$ cat src/dcache_macros.svh
`ifndef DCACHE_MACROS_SVH
`define DCACHE_MACROS_SVH

// ======================================================================
// Cache geometry
// ======================================================================

// Address and data word width
`define DC_XLEN 32

// One line is four words
`define DC_LINE_BITS 128

// Ways per set
`define DC_NUM_WAY 4

// Sets in the cache, one index per set
`define DC_NUM_SET 8

`endif

$ cat src/dcache_pkg.sv
`default_nettype none

`include "dcache_macros.svh"

package dcache_pkg;

  // Address split is tag, then index, then byte offset in the line
  localparam int unsigned OFF_W = $clog2(`DC_LINE_BITS / 8);
  localparam int unsigned IDX_W = $clog2(`DC_NUM_SET);
  localparam int unsigned TAG_W = `DC_XLEN - IDX_W - OFF_W;

  typedef logic [`DC_XLEN-1:0]      word_t;
  typedef logic [`DC_LINE_BITS-1:0] line_t;
  typedef logic [`DC_XLEN-1:0]      addr_t;
  typedef logic [IDX_W-1:0]         idx_t;
  typedef logic [TAG_W-1:0]         tag_t;
  typedef logic [OFF_W-1:0]         off_t;
  typedef logic [`DC_NUM_WAY-1:0]   way_vec_t;

  // Three tree bits cover four ways
  typedef logic [`DC_NUM_WAY-2:0]   plru_node_t;

  typedef enum logic [1:0] {
    SZ_BYTE,
    SZ_HALF,
    SZ_WORD
  } req_size_e;

  typedef enum logic [2:0] {
    ST_INIT,
    ST_RUN,
    ST_WB_REQ,
    ST_WB_WAIT,
    ST_FILL_REQ,
    ST_FILL_WAIT
  } ctrl_state_e;

endpackage

`default_nettype wire

$ cat src/dcache_plru.sv
`timescale 1ns/1ps
`default_nettype none

`include "dcache_macros.svh"

module dcache_plru (
  input  wire logic                 clk_i,
  input  wire logic                 rst_ni,
  input  wire dcache_pkg::idx_t     idx_i,
  input  wire dcache_pkg::way_vec_t valid_vec_i,
  input  wire logic                 touch_i,
  input  wire dcache_pkg::way_vec_t touch_way_i,
  input  wire logic                 clear_i,
  output dcache_pkg::way_vec_t      victim_o
);
  import dcache_pkg::*;

  // Tree bits per set
  // bit 0 root, 1 picks the upper pair
  // bit 1 lower pair, 1 picks way 1
  // bit 2 upper pair, 1 picks way 3
  plru_node_t nodes_q [`DC_NUM_SET];
  plru_node_t node;
  plru_node_t node_upd;
  way_vec_t   tree_way;
  way_vec_t   inv_way;

  always_comb begin
    node = nodes_q[idx_i];

    // Follow the tree down to one way
    tree_way = '0;
    if (node[0]) begin
      tree_way[node[2] ? 3 : 2] = 1'b1;
    end else begin
      tree_way[node[1] ? 1 : 0] = 1'b1;
    end

    // Lowest invalid way wins over the tree
    inv_way = '0;
    for (int w = `DC_NUM_WAY - 1; w >= 0; w--) begin
      if (!valid_vec_i[w]) begin
        inv_way = way_vec_t'(1) << w;
      end
    end
    victim_o = (|inv_way) ? inv_way : tree_way;

    // Point the path away from the used way
    node_upd = node;
    if (touch_way_i[0] || touch_way_i[1]) begin
      node_upd[0] = 1'b1;
      node_upd[1] = touch_way_i[0];
    end else begin
      node_upd[0] = 1'b0;
      node_upd[2] = touch_way_i[2];
    end
  end

  // ======================================================================
  // Node storage
  // ======================================================================
  always_ff @(posedge clk_i) begin
    if (!rst_ni) begin
      for (int s = 0; s < `DC_NUM_SET; s++) begin
        nodes_q[s] <= '0;
      end
    end else if (clear_i) begin
      nodes_q[idx_i] <= '0;
    end else if (touch_i) begin
      nodes_q[idx_i] <= node_upd;
    end
  end

endmodule

`default_nettype wire

$ cat config.mk
export PLATFORM = sky130hd
export DESIGN_NAME = dcache_plru
export DESIGN_NICKNAME = d
export VERILOG_FILES = /design/src/dcache_pkg.sv /design/src/dcache_plru.sv
export VERILOG_INCLUDE_DIRS = /design/src
export SDC_FILE = /design/constraint.sdc
export NUM_CORES = 1
export LEC_CHECK = 0
export ABC_CLOCK_PERIOD_IN_PS = 3100
export BUFFER_PORTS_ARGS = -buffer_cell sky130_fd_sc_hd__buf_2
export CAP_MARGIN = 20
export CORE_ASPECT_RATIO = 1.25
export CORE_MARGIN = 2
export CORE_UTILIZATION = 25
export DETAILED_ROUTE_END_ITERATION = 10
export PLACE_DENSITY = 0.51
export RECOVER_POWER = 100
export SLEW_MARGIN = 5
export SYNTH_ARGS = -nofsm -noshare
export SYNTH_HDL_FRONTEND = slang
export SYNTH_SLANG_ARGS = --single-unit
$ cat constraint.sdc
create_clock -name clk_i -period 3.1 [get_ports clk_i]
set_clock_uncertainty 0.2 [all_clocks]
set_input_delay 0.465 -clock clk_i [delete_from_list [all_inputs] [get_ports clk_i]]
set_output_delay 0.465 -clock clk_i [all_outputs]
set_load 0.05 [all_outputs]
==> impl_metrics.json, run 1 <==
{
  "outcome": "completed",
  "fin_crit_sh_pct": 93.1,
  "netlist_top_cells_count": "edfxtp_1, nor2_1, nand2_1, nand3_1, nor3_1",
  "wl_um": 2840,
  "dp.cells": 187,
  "ys_warn_count": 0,
  "largest_reg_flops": 24,
  "drv_slew": 0,
  "r2r_start": "nodes_q[1][1]",
  "max_stage_delay_ns": 0.36,
  "drt_iter0_markers": 27,
  "crit_type": "in2out",
  "start_util_pct": 25.6,
  "port-buffer-count": 17,
  "p_leak_nw": 0.545,
  "dp_hpwl_um": 2140,
  "ioPinCount": 19,
  "viasPerCell": 4.84,
  "overflow": 0,
  "yosysTopAreaCellShare_pct": 55.8,
  "final_area_mm2": 0.00146,
  "ys_seq_elements": 24,
  "clock_latency_ns": 0.26,
  "top_register": "nodes_q",
  "core_area_mm2": 0.00504,
  "worstPathCellList": "buf_2, mux2i_1, mux4_2, or3b_1, a211oi_2, clkbuf_2",
  "min_to": "nodes_q[7][1]",
  "timing.reg2reg.setup_slack_ns": 0.61,
  "syn_inst": 114,
  "holdPathStages": 3,
  "synth_top_flop_cell": "edfxtp_1",
  "synth_area_per_cell_um2": 11.3,
  "ff2ff_path_depth": 4,
  "cts_tree": "yes",
  "synth_edf_count": 24,
  "die_h_um": 84.4,
  "multi_input_area_um2": 513,
  "synth_compound_area_share_pct": 4.65,
  "grt_max_degree": 15,
  "n_antenna_cell": 0,
  "cp_data_arrival_time_ns": 2.22,
  "end_kind": "output pin",
  "stdcell_count": 190,
  "ys_types": 27,
  "drv_cap": 0,
  "fmax_ghz": 0.346,
  "yosysSeqAreaShare_pct": 55.8,
  "dr.pass1.iters": 4,
  "finalSetupTns_ns": 0,
  "syn2layout_area_growth_pct": 12.7,
  "dieArea_mm2": 0.00576,
  "setup_viol": 0,
  "synth_most_common_cell": "edfxtp_1",
  "start_kind": "primary input",
  "r2r-end": "nodes_q[5][1]",
  "synth-simple-area-share_pct": 20.3,
  "worst_pin_slew_ns": 1.14,
  "cts_setup_buffers": 0,
  "ff_latch_area_um2": 721,
  "reg_top3": "nodes_q: 24 flops",
  "grt_usage_pct": 10.9,
  "grt_pass1_wl_um": 4580,
  "gp_congestion": 0.698,
  "synth_largest_area_cell": "edfxtp_1",
  "synthAdderAreaFrac_pct": 0,
  "crit_fanout": 14,
  "synth_top_family_by_area": "simple AND/OR/NAND/NOR gates",
  "fin_crit_ns": 2.89,
  "htree_levels": 1,
  "slew_headroom_pct": 23.0,
  "hold_viol_final": 0,
  "synth_xor_area_share_pct": 0,
  "nets": 145,
  "postSynth.asyncResetShare_pct": 0,
  "grt_pass1_vias": 901,
  "synthMuxAreaShare_pct": 14.9,
  "cts_resized": 0,
  "ys_top_cells_by_area": "edfxtp_1, nor2_1, nand2_1",
  "p_per_area_mw_per_mm2": 445,
  "clkTransAtPathRegs_ns": 0.08,
  "cpMaxStageDelayCell": "or3b_1",
  "hold_class": "in2reg",
  "die-width_um": 68.3,
  "post_drt_wl_per_cell_um": 14.9,
  "place_area_mm2": 0.00143,
  "rsz0062_at_grt": "no",
  "num-fill-cells": 534,
  "ant_nets": 0,
  "num_vias": 920,
  "cts-buffers-inserted": 3,
  "cts.root.buffer_cell": "clkbuf_8",
  "drive_above_1_share_pct": 18.8,
  "ir_worst_vdd_v": 0.0000959,
  "cts_buffer_depth": 2,
  "syn_area_mm2": 0.00129,
  "hold_start": "idx_i[0]",
  "antenna_found_initial": 0,
  "cts_hold_buf": 0,
  "rows": 29,
  "required_ns": 2.43,
  "final.hold.worst_slack_ns": 0.490,
  "mappedNetlistNets": 129,
  "drc": 0,
  "cts.sinks": 24
}
-- cells by family after synthesis --
logic type,count (synthesis)
muxes,13
AOI/OAI and AO/OA,8
buffers and inverters,11
DFF,24
and+or+nand+nor,58
-- through the flow --
step           utilization (%)  power (mW)  setup WS (ns)
2_1_floorplan                -       0.451          0.214
3_3_place_gp              28.3       0.479          0.262
3_5_place_dp              28.3       0.482          0.204
4_1_cts                   29.1       0.660          0.205
5_1_grt                   28.9       0.681         0.0780
6_report                  28.9       0.647          0.214
-- layout make-up --
cell class,instances,area share (%)
multi-input cells,79,35.3
well taps,62,5.33
repair buffers,17,5.76
flip-flops and latches,24,49.5
clock buffers,3,2.84
inverters,5,1.29
-- worst max path at each step --
stage / from / end / slack [ns] / cells after the start
detailed placement: idx_i[1] / victim_o[0] / 0.20 / 6
global route: idx_i[1] / victim_o[0] / 0.08 / 6
CTS: idx_i[1] / victim_o[0] / 0.20 / 6
global placement: idx_i[2] / victim_o[2] / 0.26 / 6
finish: idx_i[2] / victim_o[2] / 0.21 / 6
floorplan: idx_i[1] / victim_o[1] / 0.21 / 5
-- per-layer routing --
| metal | GRT usage (%) | up-vias | share of wire [%] |
|---|---|---|---|
| li1 | - | 442 | - |
| met1 | 14.1 | 445 | 44 |
| met2 | 17.6 | 29 | 50 |
| met3 | 1.47 | 4 | 3.8 |
| met4 | 5.09 | 0 | 2.1 |
| met5 | 0 | - | 0 |
-- cell usage in the layout (no fill, tap or decap) --
cell      count
edfxtp_1     24
nor2_1       22
nand2_1      16
buf_2        12
nand3_1       6
nor3_1        6
inv_1         5
mux2i_1       5
clkbuf_2      4
mux2_1        3
o21ai_0       3
clkbuf_8      3
mux4_1        2
mux4_2        2
nor2b_1       2
nand4_1       2
mux2_2        1
o22ai_1       1
o31ai_2       1
or3b_1        1
a211oi_2      1
and4_1        1
o21a_1        1
and3b_1       1
nand3b_1      1
a21oi_1       1
clkbuf_1      1
-- power breakdown --
group          internal [mW]  leakage, nW  switching (mW)  total (mW)
sequential             0.372        0.243         0.00428       0.376
clock                 0.0867       0.0216          0.0908       0.178
combinational         0.0314        0.281          0.0626      0.0940
total                  0.490        0.545           0.158       0.647
-- critical path: cells and delay by family --
kind / cells / cell delay (ns)
AO/OA/AOI/OAI: 1 / 0.22
buffers and inverters: 2 / 0.58
AND/OR/NAND/NOR: 1 / 0.36
multiplexers: 2 / 0.58
Note: power is estimated with default switching activity, not from simulation.
==> run 2, diff against run 1 <==
--- a/config.mk
+++ b/config.mk
@@ -13,6 +13,7 @@
 export CORE_MARGIN = 2
 export CORE_UTILIZATION = 25
 export DETAILED_ROUTE_END_ITERATION = 10
+export GPL_TIMING_DRIVEN = 0
 export PLACE_DENSITY = 0.51
 export RECOVER_POWER = 100
 export SLEW_MARGIN = 5
==> run 2 against run 1 <==
Clock-buffer cell count stayed put. Non-clock buffer count is 3 higher. Power is 1.9% higher. Clock power is 5% higher. Sequential share of layout area is 0.88 points lower. Critical endpoint is now victim_o[0].
==> impl_metrics.json, run 2 (synthesis results as in run 1) <==
{
  "outcome": "completed",
  "cpMaxStageDelayCell": "mux4_1",
  "syn2layout_area_growth_pct": 14.7,
  "num_vias": 941,
  "ir_worst_vdd_v": 0.000116,
  "cts_buffer_depth": 2,
  "die-width_um": 68.3,
  "gp_congestion": 0.740,
  "combPwrFrac_pct": 14.7,
  "grt_max_degree": 14,
  "fin_crit_ns": 2.77,
  "power.share.sequential_pct": 56.9,
  "overflow": 0,
  "dp_hpwl_um": 2150,
  "required_ns": 2.43,
  "num-fill-cells": 525,
  "p_per_area_mw_per_mm2": 445,
  "p_clk_share_pct": 28.4,
  "drive_above_1_share_pct": 19.7,
  "p_int_mw": 0.494,
  "drv_cap": 0,
  "wl_um": 2780,
  "end_kind": "output pin",
  "dp.cells": 190,
  "drc": 0,
  "final_cell_mix": "edfxtp_1, nor2_1, nand2_1",
  "switching_share_pct": 25.0,
  "ant_nets": 0,
  "worstPathCellList": "buf_6, mux4_1, mux2i_1, nand3_1, o31ai_2, clkbuf_2",
  "core_area_mm2": 0.00504,
  "clock_latency_ns": 0.27,
  "start_kind": "primary input",
  "ff2ff_path_depth": 4,
  "port-buffer-count": 14,
  "grt_usage_pct": 10.1,
  "crit_path_start": "idx_i[1]",
  "timing.reg2reg.setup_slack_ns": 0.70,
  "hold_viol_final": 0,
  "dieArea_mm2": 0.00576,
  "drt_iter0_markers": 46,
  "viasPerCell": 4.85,
  "rsz0062_at_grt": "no",
  "r2r_start": "nodes_q[7][1]",
  "hold_start": "touch_way_i[0]",
  "grt_pass1_vias": 921,
  "fmax_ghz": 0.361,
  "n_antenna_cell": 0,
  "cts_hold_buf": 0,
  "rows": 29,
  "crit_type": "in2out",
  "cp_data_arrival_time_ns": 2.10,
  "final_area_mm2": 0.00148,
  "antenna_found_initial": 0,
  "final_common_cell": "edfxtp_1",
  "post_drt_wl_per_cell_um": 14.4,
  "setup_slack_ns": 0.331,
  "clkTransAtPathRegs_ns": 0.08,
  "max_stage_delay_ns": 0.58,
  "dr.pass1.iters": 4,
  "grt_pass1_wl_um": 4310,
  "nets": 148,
  "htree_levels": 1,
  "place_area_mm2": 0.00145,
  "worst_pin_slew_ns": 0.746,
  "finalSetupTns_ns": 0,
  "pre_cts_slack_ns": 0.320,
  "cts.root.buffer_cell": "clkbuf_8",
  "start_util_pct": 25.6,
  "fin_util_pct": 29.4,
  "p_leak_nw": 0.553,
  "crit_end": "victim_o[0]",
  "cts-buffers-inserted": 3,
  "fin_crit_sh_pct": 89.3,
  "reg_top3": "nodes_q: 24 flops",
  "crit_fanout": 8,
  "setup_viol": 0,
  "ioPinCount": 19,
  "stdcell_count": 194,
  "top_register": "nodes_q",
  "cts.sinks": 24,
  "cts_setup_buffers": 0,
  "drv_slew": 0,
  "netSwitchingPower_mw": 0.165,
  "hold_class": "in2reg",
  "slew_headroom_pct": 50.3,
  "largest_reg_flops": 24,
  "cts_resized": 0,
  "die_h_um": 84.4,
  "r2r-end": "nodes_q[4][1]",
  "cts_tree": "yes"
}
==> run 2: cell count changes in the layout (fill, tap and decap cells not counted) <==
cell,delta
buf_2,-3
buf_4,+2
buf_6,+1
clkbuf_1,+3
clkinv_1,+1
mux2_1,-2
mux2_2,+2
o21ai_0,-1
o21ai_1,+1
==> run 2: stage by stage <==
step,total power [mW],hold slack [ns]
6_report,0.660,0.487
5_1_grt,0.681,0.552
4_1_cts,0.662,0.399
3_5_place_dp,0.484,0.672
3_3_place_gp,0.481,0.657
2_1_floorplan,0.451,0.472
==> run 2: area by class of cell <==
class                   instances  area, µm²  share of cell area (%)
plain buffers                   6       37.5                    2.53
multi-input cells              79        513                    34.6
flip-flops and latches         24        721                    48.6
clock buffers                   3       41.3                    2.79
inverters                       5       18.8                    1.27
clock inverters                 1       3.75                   0.253
well taps                      62       77.6                    5.24
repair buffers                 14       68.8                    4.65
==> run 2: routing by layer <==
metal	global-route usage [%]	routed length, µm	vias to the layer above
li1	-	-	455
met1	11.9	1200	446
met5	0	0	-
met3	1.34	125	5
met2	17.8	1410	35
met4	4.36	55	0
==> run 2: power groups by stage <==
stage                     clock network, mW  registers, mW  logic [mW]
after floorplan                           0          0.381      0.0703
after global placement                    0          0.383      0.0980
after detailed placement                  0          0.383       0.101
after CTS                             0.185          0.376       0.101
after global routing                  0.198          0.377       0.106
final                                 0.187          0.376      0.0968
==> run 2: how the worst min path moves through the flow <==
stage	endpoint	cells past startpoint	slack, ns
after global placement	nodes_q[0][1]	3	0.66
after detailed placement	nodes_q[0][1]	3	0.67
after CTS	nodes_q[0][1]	3	0.40
final	nodes_q[0][1]	3	0.49
after floorplan	nodes_q[0][1]	2	0.47
after global routing	nodes_q[4][1]	3	0.55
==> run 2: worst max-delay path: cells and delay by family <==
| family | cells | cell delay, ns |
|---|---|---|
| buffers and inverters | 2 | 0.43 |
| and+or+nand+nor | 1 | 0.16 |
| AOI/OAI and AO/OA | 1 | 0.23 |
| muxes | 2 | 0.83 |
