### config.mk
export PLATFORM = sky130hd
export DESIGN_NAME = dcache_ctrl
export DESIGN_NICKNAME = d
export VERILOG_FILES = /design/src/dcache_pkg.sv /design/src/dcache_ctrl.sv
export VERILOG_INCLUDE_DIRS = /design/src
export SDC_FILE = /design/constraint.sdc
export NUM_CORES = 1
export LEC_CHECK = 0
export BUFFER_PORTS_ARGS = -buffer_cell sky130_fd_sc_hd__buf_2
export CORE_AREA = 2 2 214 216
export CTS_CLUSTER_DIAMETER = 200
export CTS_CLUSTER_SIZE = 24
export DETAILED_ROUTE_END_ITERATION = 8
export DIE_AREA = 0 0 216 218
export GPL_ROUTABILITY_DRIVEN = 0
export MAX_ROUTING_LAYER = met4
export PLACE_DENSITY_LB_ADDON = 0.2
export SETUP_SLACK_MARGIN = 0.1
export SLEW_MARGIN = 15
export SYNTH_ARGS = -nofsm -noshare
export SYNTH_HDL_FRONTEND = slang
export SYNTH_SLANG_ARGS = --single-unit
### constraint.sdc
create_clock -name clk_i -period 4.6 [get_ports clk_i]
set_input_delay 0.46 -clock clk_i [delete_from_list [all_inputs] [get_ports clk_i]]
set_output_delay 0.46 -clock clk_i [all_outputs]
set_load 0.005 [all_outputs]
### src/dcache_macros.svh
`ifndef DCACHE_MACROS_SVH
`define DCACHE_MACROS_SVH

// ======================================================================
// Cache geometry
// ======================================================================

// Address and data word width
`define DC_XLEN 32

// One line is four words
`define DC_LINE_BITS 128

// Ways per set
`define DC_NUM_WAY 4

// Sets in the cache, one index per set
`define DC_NUM_SET 8

`endif

### src/dcache_pkg.sv
`default_nettype none

`include "dcache_macros.svh"

package dcache_pkg;

  // Address split is tag, then index, then byte offset in the line
  localparam int unsigned OFF_W = $clog2(`DC_LINE_BITS / 8);
  localparam int unsigned IDX_W = $clog2(`DC_NUM_SET);
  localparam int unsigned TAG_W = `DC_XLEN - IDX_W - OFF_W;

  typedef logic [`DC_XLEN-1:0]      word_t;
  typedef logic [`DC_LINE_BITS-1:0] line_t;
  typedef logic [`DC_XLEN-1:0]      addr_t;
  typedef logic [IDX_W-1:0]         idx_t;
  typedef logic [TAG_W-1:0]         tag_t;
  typedef logic [OFF_W-1:0]         off_t;
  typedef logic [`DC_NUM_WAY-1:0]   way_vec_t;

  // Three tree bits cover four ways
  typedef logic [`DC_NUM_WAY-2:0]   plru_node_t;

  typedef enum logic [1:0] {
    SZ_BYTE,
    SZ_HALF,
    SZ_WORD
  } req_size_e;

  typedef enum logic [2:0] {
    ST_INIT,
    ST_RUN,
    ST_WB_REQ,
    ST_WB_WAIT,
    ST_FILL_REQ,
    ST_FILL_WAIT
  } ctrl_state_e;

endpackage

`default_nettype wire

### src/dcache_ctrl.sv
`timescale 1ns/1ps
`default_nettype none

`include "dcache_macros.svh"

module dcache_ctrl (
  input  wire logic                  clk_i,
  input  wire logic                  rst_ni,
  // CPU side
  input  wire logic                  req_valid_i,
  input  wire dcache_pkg::addr_t     req_addr_i,
  input  wire logic                  req_we_i,
  input  wire dcache_pkg::req_size_e req_size_i,
  input  wire dcache_pkg::word_t     req_wdata_i,
  output logic                       req_ready_o,
  output logic                       res_valid_o,
  output dcache_pkg::word_t          res_data_o,
  output logic                       res_miss_o,
  // Memory side
  output logic                       mem_req_valid_o,
  output logic                       mem_req_we_o,
  output dcache_pkg::addr_t          mem_req_addr_o,
  output dcache_pkg::line_t          mem_req_wdata_o,
  input  wire logic                  mem_req_ready_i,
  input  wire logic                  mem_res_valid_i,
  // Lookup control
  output dcache_pkg::idx_t           arr_idx_o,
  output dcache_pkg::tag_t           req_tag_o,
  output dcache_pkg::off_t           req_off_o,
  output dcache_pkg::req_size_e      req_size_o,
  output dcache_pkg::word_t          req_wdata_o,
  output logic                       req_we_o,
  output logic                       use_fill_o,
  output dcache_pkg::way_vec_t       tag_we_o,
  output logic                       tag_clear_o,
  output dcache_pkg::way_vec_t       data_we_o,
  // Replacement control
  output dcache_pkg::idx_t           plru_idx_o,
  output logic                       touch_o,
  output dcache_pkg::way_vec_t       touch_way_o,
  output logic                       clear_o,
  // Lookup and replacement results
  input  wire dcache_pkg::way_vec_t  hit_vec_i,
  input  wire dcache_pkg::way_vec_t  valid_vec_i,
  input  wire dcache_pkg::word_t     word_i,
  input  wire dcache_pkg::way_vec_t  victim_i,
  input  wire dcache_pkg::tag_t      victim_tag_i,
  input  wire dcache_pkg::line_t     victim_line_i
);
  import dcache_pkg::*;

  ctrl_state_e state_q, state_d;
  idx_t        sweep_q;

  // Lookup stage request
  logic        req_valid_q;
  logic        replay_q;
  addr_t       req_addr_q;
  logic        req_we_q;
  req_size_e   req_size_q;
  word_t       req_wdata_q;

  // Dirty bits per set, kept in flops
  way_vec_t    dirty_q [`DC_NUM_SET];

  // Victim captured at the miss
  way_vec_t    victim_way_q;
  tag_t        victim_tag_q;
  line_t       victim_line_q;

  idx_t        req_idx;
  idx_t        in_idx;
  logic        lookup;
  logic        hit;
  logic        miss;
  logic        store_hit;
  logic        fill_done;
  logic        arr_write;
  logic        accept;
  logic        wb_need;

  assign req_idx = req_addr_q[IDX_W+OFF_W-1:OFF_W];
  assign in_idx  = req_addr_i[IDX_W+OFF_W-1:OFF_W];

  // Tag compare is valid one cycle after acceptance, unless replayed
  assign lookup    = (state_q == ST_RUN) && req_valid_q && !replay_q;
  assign hit       = lookup && (|hit_vec_i);
  assign miss      = lookup && !(|hit_vec_i);
  assign store_hit = hit && req_we_q;
  assign fill_done = (state_q == ST_FILL_WAIT) && mem_res_valid_i;
  assign arr_write = store_hit || fill_done;
  assign wb_need   = |(victim_i & valid_vec_i & dirty_q[req_idx]);

  assign req_ready_o = ((state_q == ST_RUN) && !miss && !replay_q) || fill_done;
  assign accept      = req_valid_i && req_ready_o;

  // Array port goes to the writer first, else to the new request
  always_comb begin
    if (state_q == ST_INIT) begin
      arr_idx_o = sweep_q;
    end else if (accept && !arr_write) begin
      arr_idx_o = in_idx;
    end else begin
      arr_idx_o = req_idx;
    end
  end

  // ======================================================================
  // Request register
  // ======================================================================
  always_ff @(posedge clk_i) begin
    if (!rst_ni) begin
      req_valid_q <= 1'b0;
      replay_q    <= 1'b0;
    end else begin
      if (accept) begin
        req_valid_q <= 1'b1;
      end else if (hit || fill_done) begin
        req_valid_q <= 1'b0;
      end
      // Lost its read to a write elsewhere, read again
      replay_q <= accept && arr_write && (in_idx != req_idx);
    end
  end

  always_ff @(posedge clk_i) begin
    if (accept) begin
      req_addr_q  <= req_addr_i;
      req_we_q    <= req_we_i;
      req_size_q  <= req_size_i;
      req_wdata_q <= req_wdata_i;
    end
  end

  // ======================================================================
  // Sweep and miss FSM
  // ======================================================================
  always_ff @(posedge clk_i) begin
    if (!rst_ni) begin
      state_q <= ST_INIT;
      sweep_q <= '0;
    end else begin
      state_q <= state_d;
      if (state_q == ST_INIT) begin
        sweep_q <= sweep_q + 1'b1;
      end
    end
  end

  always_comb begin
    state_d = state_q;
    unique case (state_q)
      ST_INIT: begin
        if (sweep_q == idx_t'(`DC_NUM_SET - 1)) begin
          state_d = ST_RUN;
        end
      end
      ST_RUN: begin
        // Dirty victim goes out before the fill
        if (miss) begin
          state_d = wb_need ? ST_WB_REQ : ST_FILL_REQ;
        end
      end
      ST_WB_REQ: begin
        if (mem_req_ready_i) begin
          state_d = ST_WB_WAIT;
        end
      end
      ST_WB_WAIT: begin
        if (mem_res_valid_i) begin
          state_d = ST_FILL_REQ;
        end
      end
      ST_FILL_REQ: begin
        if (mem_req_ready_i) begin
          state_d = ST_FILL_WAIT;
        end
      end
      ST_FILL_WAIT: begin
        if (mem_res_valid_i) begin
          state_d = ST_RUN;
        end
      end
      default: state_d = ST_INIT;
    endcase
  end

  // Victim latch at the tag compare
  always_ff @(posedge clk_i) begin
    if (miss) begin
      victim_way_q  <= victim_i;
      victim_tag_q  <= victim_tag_i;
      victim_line_q <= victim_line_i;
    end
  end

  // Set on a store, cleared when a load fills the way
  always_ff @(posedge clk_i) begin
    if (!rst_ni) begin
      for (int s = 0; s < `DC_NUM_SET; s++) begin
        dirty_q[s] <= '0;
      end
    end else if (store_hit) begin
      dirty_q[req_idx] <= dirty_q[req_idx] | hit_vec_i;
    end else if (fill_done) begin
      dirty_q[req_idx] <= req_we_q ? (dirty_q[req_idx] | victim_way_q)
                                   : (dirty_q[req_idx] & ~victim_way_q);
    end
  end

  // ======================================================================
  // Memory port and CPU response
  // ======================================================================
  assign mem_req_valid_o = (state_q == ST_WB_REQ) || (state_q == ST_FILL_REQ);
  assign mem_req_we_o    = (state_q == ST_WB_REQ);
  assign mem_req_addr_o  = (state_q == ST_WB_REQ) ?
                           {victim_tag_q, req_idx, {OFF_W{1'b0}}} :
                           {req_addr_q[`DC_XLEN-1:OFF_W], {OFF_W{1'b0}}};
  assign mem_req_wdata_o = victim_line_q;

  assign res_valid_o = hit || fill_done;
  assign res_miss_o  = fill_done;
  assign res_data_o  = word_i;

  // Lookup side
  assign req_tag_o   = req_addr_q[`DC_XLEN-1:IDX_W+OFF_W];
  assign req_off_o   = req_addr_q[OFF_W-1:0];
  assign req_size_o  = req_size_q;
  assign req_wdata_o = req_wdata_q;
  assign req_we_o    = req_we_q;
  assign use_fill_o  = (state_q == ST_FILL_WAIT);
  assign tag_clear_o = (state_q == ST_INIT);
  assign tag_we_o    = (state_q == ST_INIT) ? '1 : (fill_done ? victim_way_q : '0);
  assign data_we_o   = store_hit ? hit_vec_i : (fill_done ? victim_way_q : '0);

  // Replacement side
  assign plru_idx_o  = (state_q == ST_INIT) ? sweep_q : req_idx;
  assign touch_o     = hit || fill_done;
  assign touch_way_o = hit ? hit_vec_i : victim_way_q;
  assign clear_o     = (state_q == ST_INIT);

endmodule

`default_nettype wire

==> flow_metrics.py <==
metrics = {
    "global_route": {
        "grtUsageMet2": 0.244,
        "gr-total-overflow": 0,
        "grt_start_max_net_pins": 74,
        "gr-usage-met1": 0.149,
        "grtUsageMet3": 0.0442,
        "first_global_vias": 6674,
        "grt_busiest_layer": "met2",
        "initial_antenna_violation_count": 12,
        "grt_util_all_layers": 0.136,
        "wire_length_of_the_first_global_routing_pass_um": 45600,
    },
    "layout": {
        "utilization": 0.293,
        "flow.area_growth_from_synthesis_pct": 34.0,
        "drive_above_1_share": 0.559,
        "final_net_count": 1268,
    },
    "route": {
        "drt_iter0_markers": 418,
        "dr_total_vias": 6413,
        "post_dr_wirelength_cell_um": 20.4,
        "drc": 0,
        "antenna_left": 0,
        "drt-total-wl_um": 32800,
        "detail_route.vias_per_cell": 3.99,
        "number_of_iterations_in_the_first_detailed_routing_pass": 5,
    },
    "worst_setup_path": {
        "cp_data_arrival_time_ns": 3.14,
        "critPathLaunchType": "register",
        "timing.setup.critical_path_class": "reg -> reg",
        "cp.required_ns": 4.79,
        "kind_of_end_point_of_the_critical_path": "register",
        "worstPathMaxFanout": 39,
    },
    "outcome": {
        "status": "finished clean",
    },
    "floorplan": {
        "cell_rows": 78,
        "floorplan.core_area_um2": 44900,
        "die-area_um2": 47100,
        "chipWidth_um": 216,
        "boundaryPins": 552,
        "floorplan.initialDensity": 0.219,
        "die_height_um": 218,
    },
    "synth": {
        "synth-warning-count": 0,
        "synth.area.mux_share": 0.0657,
        "syn-cell-area_um2": 9830,
        "synth_top_family_by_area": "multiplexers",
        "syn-instance-count": 540,
        "synth_cell_type_count": 49,
        "yosys.area_share.xor_xnor": 0.00445,
        "share_of_the_synthesized_area_in_compound_gates_ao_oa_aoi_oai": 0.0265,
        "synth-simple-area-share": 0.0569,
        "synth.avg_cell_area_um2": 18.2,
        "synth-seq-cells": 267,
        "yosys.area_share.adder": 0.00254,
        "synth_sequential_area_ratio": 0.804,
    },
    "sta": {
        "slew_viol_final": 0,
        "worst_clock_skew_ns": 0.0314,
        "worst_slew_margin_rel": 0.400,
        "setup_viol_count_final": 0,
        "worst_tran_pin_value_ns": 0.900,
        "finalSetupTns_ns": 0,
        "final.min_clock_period_ns": 2.94,
        "setup_repair_after_global_routing_missed_its_margin": "no",
        "final-hold-violation-count": 0,
        "max_frequency_ghz": 0.340,
        "fin_crit_sh": 0.640,
    },
    "clock_tree": {
        "post_cts.repair.setup_buffers": 0,
        "cts_made_buffers": 15,
        "clock_sink_count": 267,
        "cts-resized-gates": 0,
        "clk_pin_slew_worst_paths_ns": 0.10,
        "ctsLongestPathBuffers": 3,
        "cts-hold-fix-buffers": 0,
        "clk_root_buffer_cell": "sky130_fd_sc_hd__clkbuf_16",
        "insertion_delay_ns": 0.53,
        "tritoncts_clock_tree": "yes",
        "h_tree_depth": 1,
    },
    "power_and_ir_drop": {
        "power_density_nw_per_um2": 362,
        "irDropWorstVdd_mv": 0.356,
        "p_leak_nw": 5.25,
    },
    "hold_path": {
        "worst_hold_path_type": "in -> reg",
    },
    "placed_design": {
        "detailed_placement_hpwl_um": 25800,
        "buffer_ports.inserted": 483,
    },
    "job": {
        "max_cap_check_violation_count": 0,
    },
}
worst max-delay path, stage by stage (launching register included):
cell                      delay, ns
sky130_fd_sc_hd__dfxtp_1       0.46
sky130_fd_sc_hd__nor2b_1       0.29
sky130_fd_sc_hd__nand2_1       0.18
sky130_fd_sc_hd__inv_2         0.17
sky130_fd_sc_hd__a21o_1        0.11
sky130_fd_sc_hd__nand2_1       0.21
sky130_fd_sc_hd__inv_2         0.71
sky130_fd_sc_hd__buf_4         0.42
cell families after synthesis:
kind of cell | after synthesis
fa+ha+maj | 2
compound gates | 33
simple gates | 121
flops | 267
mux | 52
buf+inv | 59
other cells | 1
xor+xnor | 5
cell usage in the layout (no fill, tap or decap), types with 2 or more instances in the layout:
cell type                   synthesis  layout
sky130_fd_sc_hd__nand4b_1           4       4
sky130_fd_sc_hd__mux2_4             8       8
sky130_fd_sc_hd__dfxtp_1           11      11
sky130_fd_sc_hd__edfxtp_1         256     256
sky130_fd_sc_hd__or3_1              3       3
sky130_fd_sc_hd__ha_1               2       2
sky130_fd_sc_hd__inv_1              6       4
sky130_fd_sc_hd__buf_2              0     483
sky130_fd_sc_hd__mux2_2            37      37
sky130_fd_sc_hd__nor2_1            37      37
sky130_fd_sc_hd__buf_12             1       2
sky130_fd_sc_hd__a21boi_0           4       4
sky130_fd_sc_hd__nor2b_1            3       3
sky130_fd_sc_hd__o21ai_0           14      14
sky130_fd_sc_hd__inv_2              1       2
sky130_fd_sc_hd__nand2_1           48      48
sky130_fd_sc_hd__xor2_1             3       3
sky130_fd_sc_hd__clkbuf_16          0      15
sky130_fd_sc_hd__mux4_2             3       3
sky130_fd_sc_hd__nand3_1            8       8
sky130_fd_sc_hd__nand4_1            2       2
sky130_fd_sc_hd__nand2b_1           3       3
sky130_fd_sc_hd__buf_4             38       3
sky130_fd_sc_hd__xnor2_1            2       2
sky130_fd_sc_hd__and2_1             4       3
sky130_fd_sc_hd__conb_1             1       4
sky130_fd_sc_hd__nor3b_1            4       4
sky130_fd_sc_hd__clkbuf_1           9       9
sky130_fd_sc_hd__mux2i_1            3       3
sky130_fd_sc_hd__o22ai_4            3       3
flip-flops by register name, indices dropped and copies added (netlist names), named ones only:
register	flops
mem_req_wdata_o	128
dirty_q	32
req_addr_q	32
req_wdata_o	32
victim_tag_q	25
victim_way_q	4
state_q	3
sweep_q	3
req_size_o	2
replay_q	1
req_valid_q	1
req_we_o	1
per-stage QoR:
step | total power, mW | hold WS (ns) | instances | setup slack [ns] | cell area, um2
after detailed placement | 3.37 | 0.493 | 1580 | 1.65 | 12700
final | 4.77 | 0.0926 | 1607 | 1.66 | 13200
after global routing | 4.99 | 0.0531 | 1607 | 1.40 | 13200
after floorplan | 3.10 | 0.461 | 543 | 1.04 | 9850
after global placement | 3.37 | 0.473 | 1580 | 1.69 | 12700
after CTS | 4.87 | 0.0454 | 1606 | 1.61 | 13200
power breakdown:
| group | internal, mW | switching, mW | total, mW |
|---|---|---|---|
| clock | 0.636 | 0.833 | 1.47 |
| sequential | 2.75 | 0.0595 | 2.81 |
| combinational | 0.238 | 0.258 | 0.496 |
| total | 3.62 | 1.15 | 4.77 |
worst paths after layout:
check,end,start,cells after the start,slack [ns]
setup / recovery,req_addr_q[7],state_q[2],7,1.66
hold / removal,mem_req_wdata_o[40],victim_line_i[40],1,0.09
setup reg to reg,req_addr_q[7],state_q[2],7,1.66
hold reg to reg,sweep_q[1],sweep_q[1],2,0.51
metal layers:
layer  part of all wire  routed length [um]
met5                  0                   0
met1               0.37               12000
met4              0.018                 604
met3              0.091                2970
met2               0.52               17200
cell type report:
cell class                 count  area [um2]
fill                        4674       31700
multi-input combinational    217        1550
antenna                        1        2.50
clock inverter                 2        38.8
sequential                   267        7910
inverter                       8        33.8
tap                          600         751
timing repair buffer         488        2480
clock buffer                  24         409
synth_stat cells (all sizes together):
master,n,area share
a2111oi,1,0.00089
a21boi,5,0.0042
a21o,1,0.00076
a21oi,1,0.00051
a22o,1,0.00089
and2,4,0.0025
buf,42,0.033
clkbuf,9,0.0034
clkinv,1,0.00038
conb,1,0.00038
dfxtp,11,0.022
edfxtp,256,0.78
ha,2,0.0025
inv,7,0.0027
mux2,46,0.056
mux2i,3,0.0031
mux4,3,0.0069
nand2,48,0.018
nand2b,3,0.0019
nand3,8,0.0041
nand3b,1,0.00076
nand4,2,0.0013
nand4b,4,0.0036
nor2,37,0.014
nor2b,3,0.0019
nor3,1,0.00051
nor3b,4,0.0031
nor4,1,0.00064
nor4b,1,0.0015
o2111a,1,0.0011
o21ai,14,0.0071
o21bai,1,0.00076
o22ai,4,0.0067
o2bb2ai,1,0.00089
o31ai,1,0.00076
o32ai,1,0.00089
o41ai,1,0.00089
or3,3,0.0019
or4,1,0.00076
xnor2,2,0.0018
xor2,3,0.0027
Note: power is estimated with default switching activity, not from simulation.
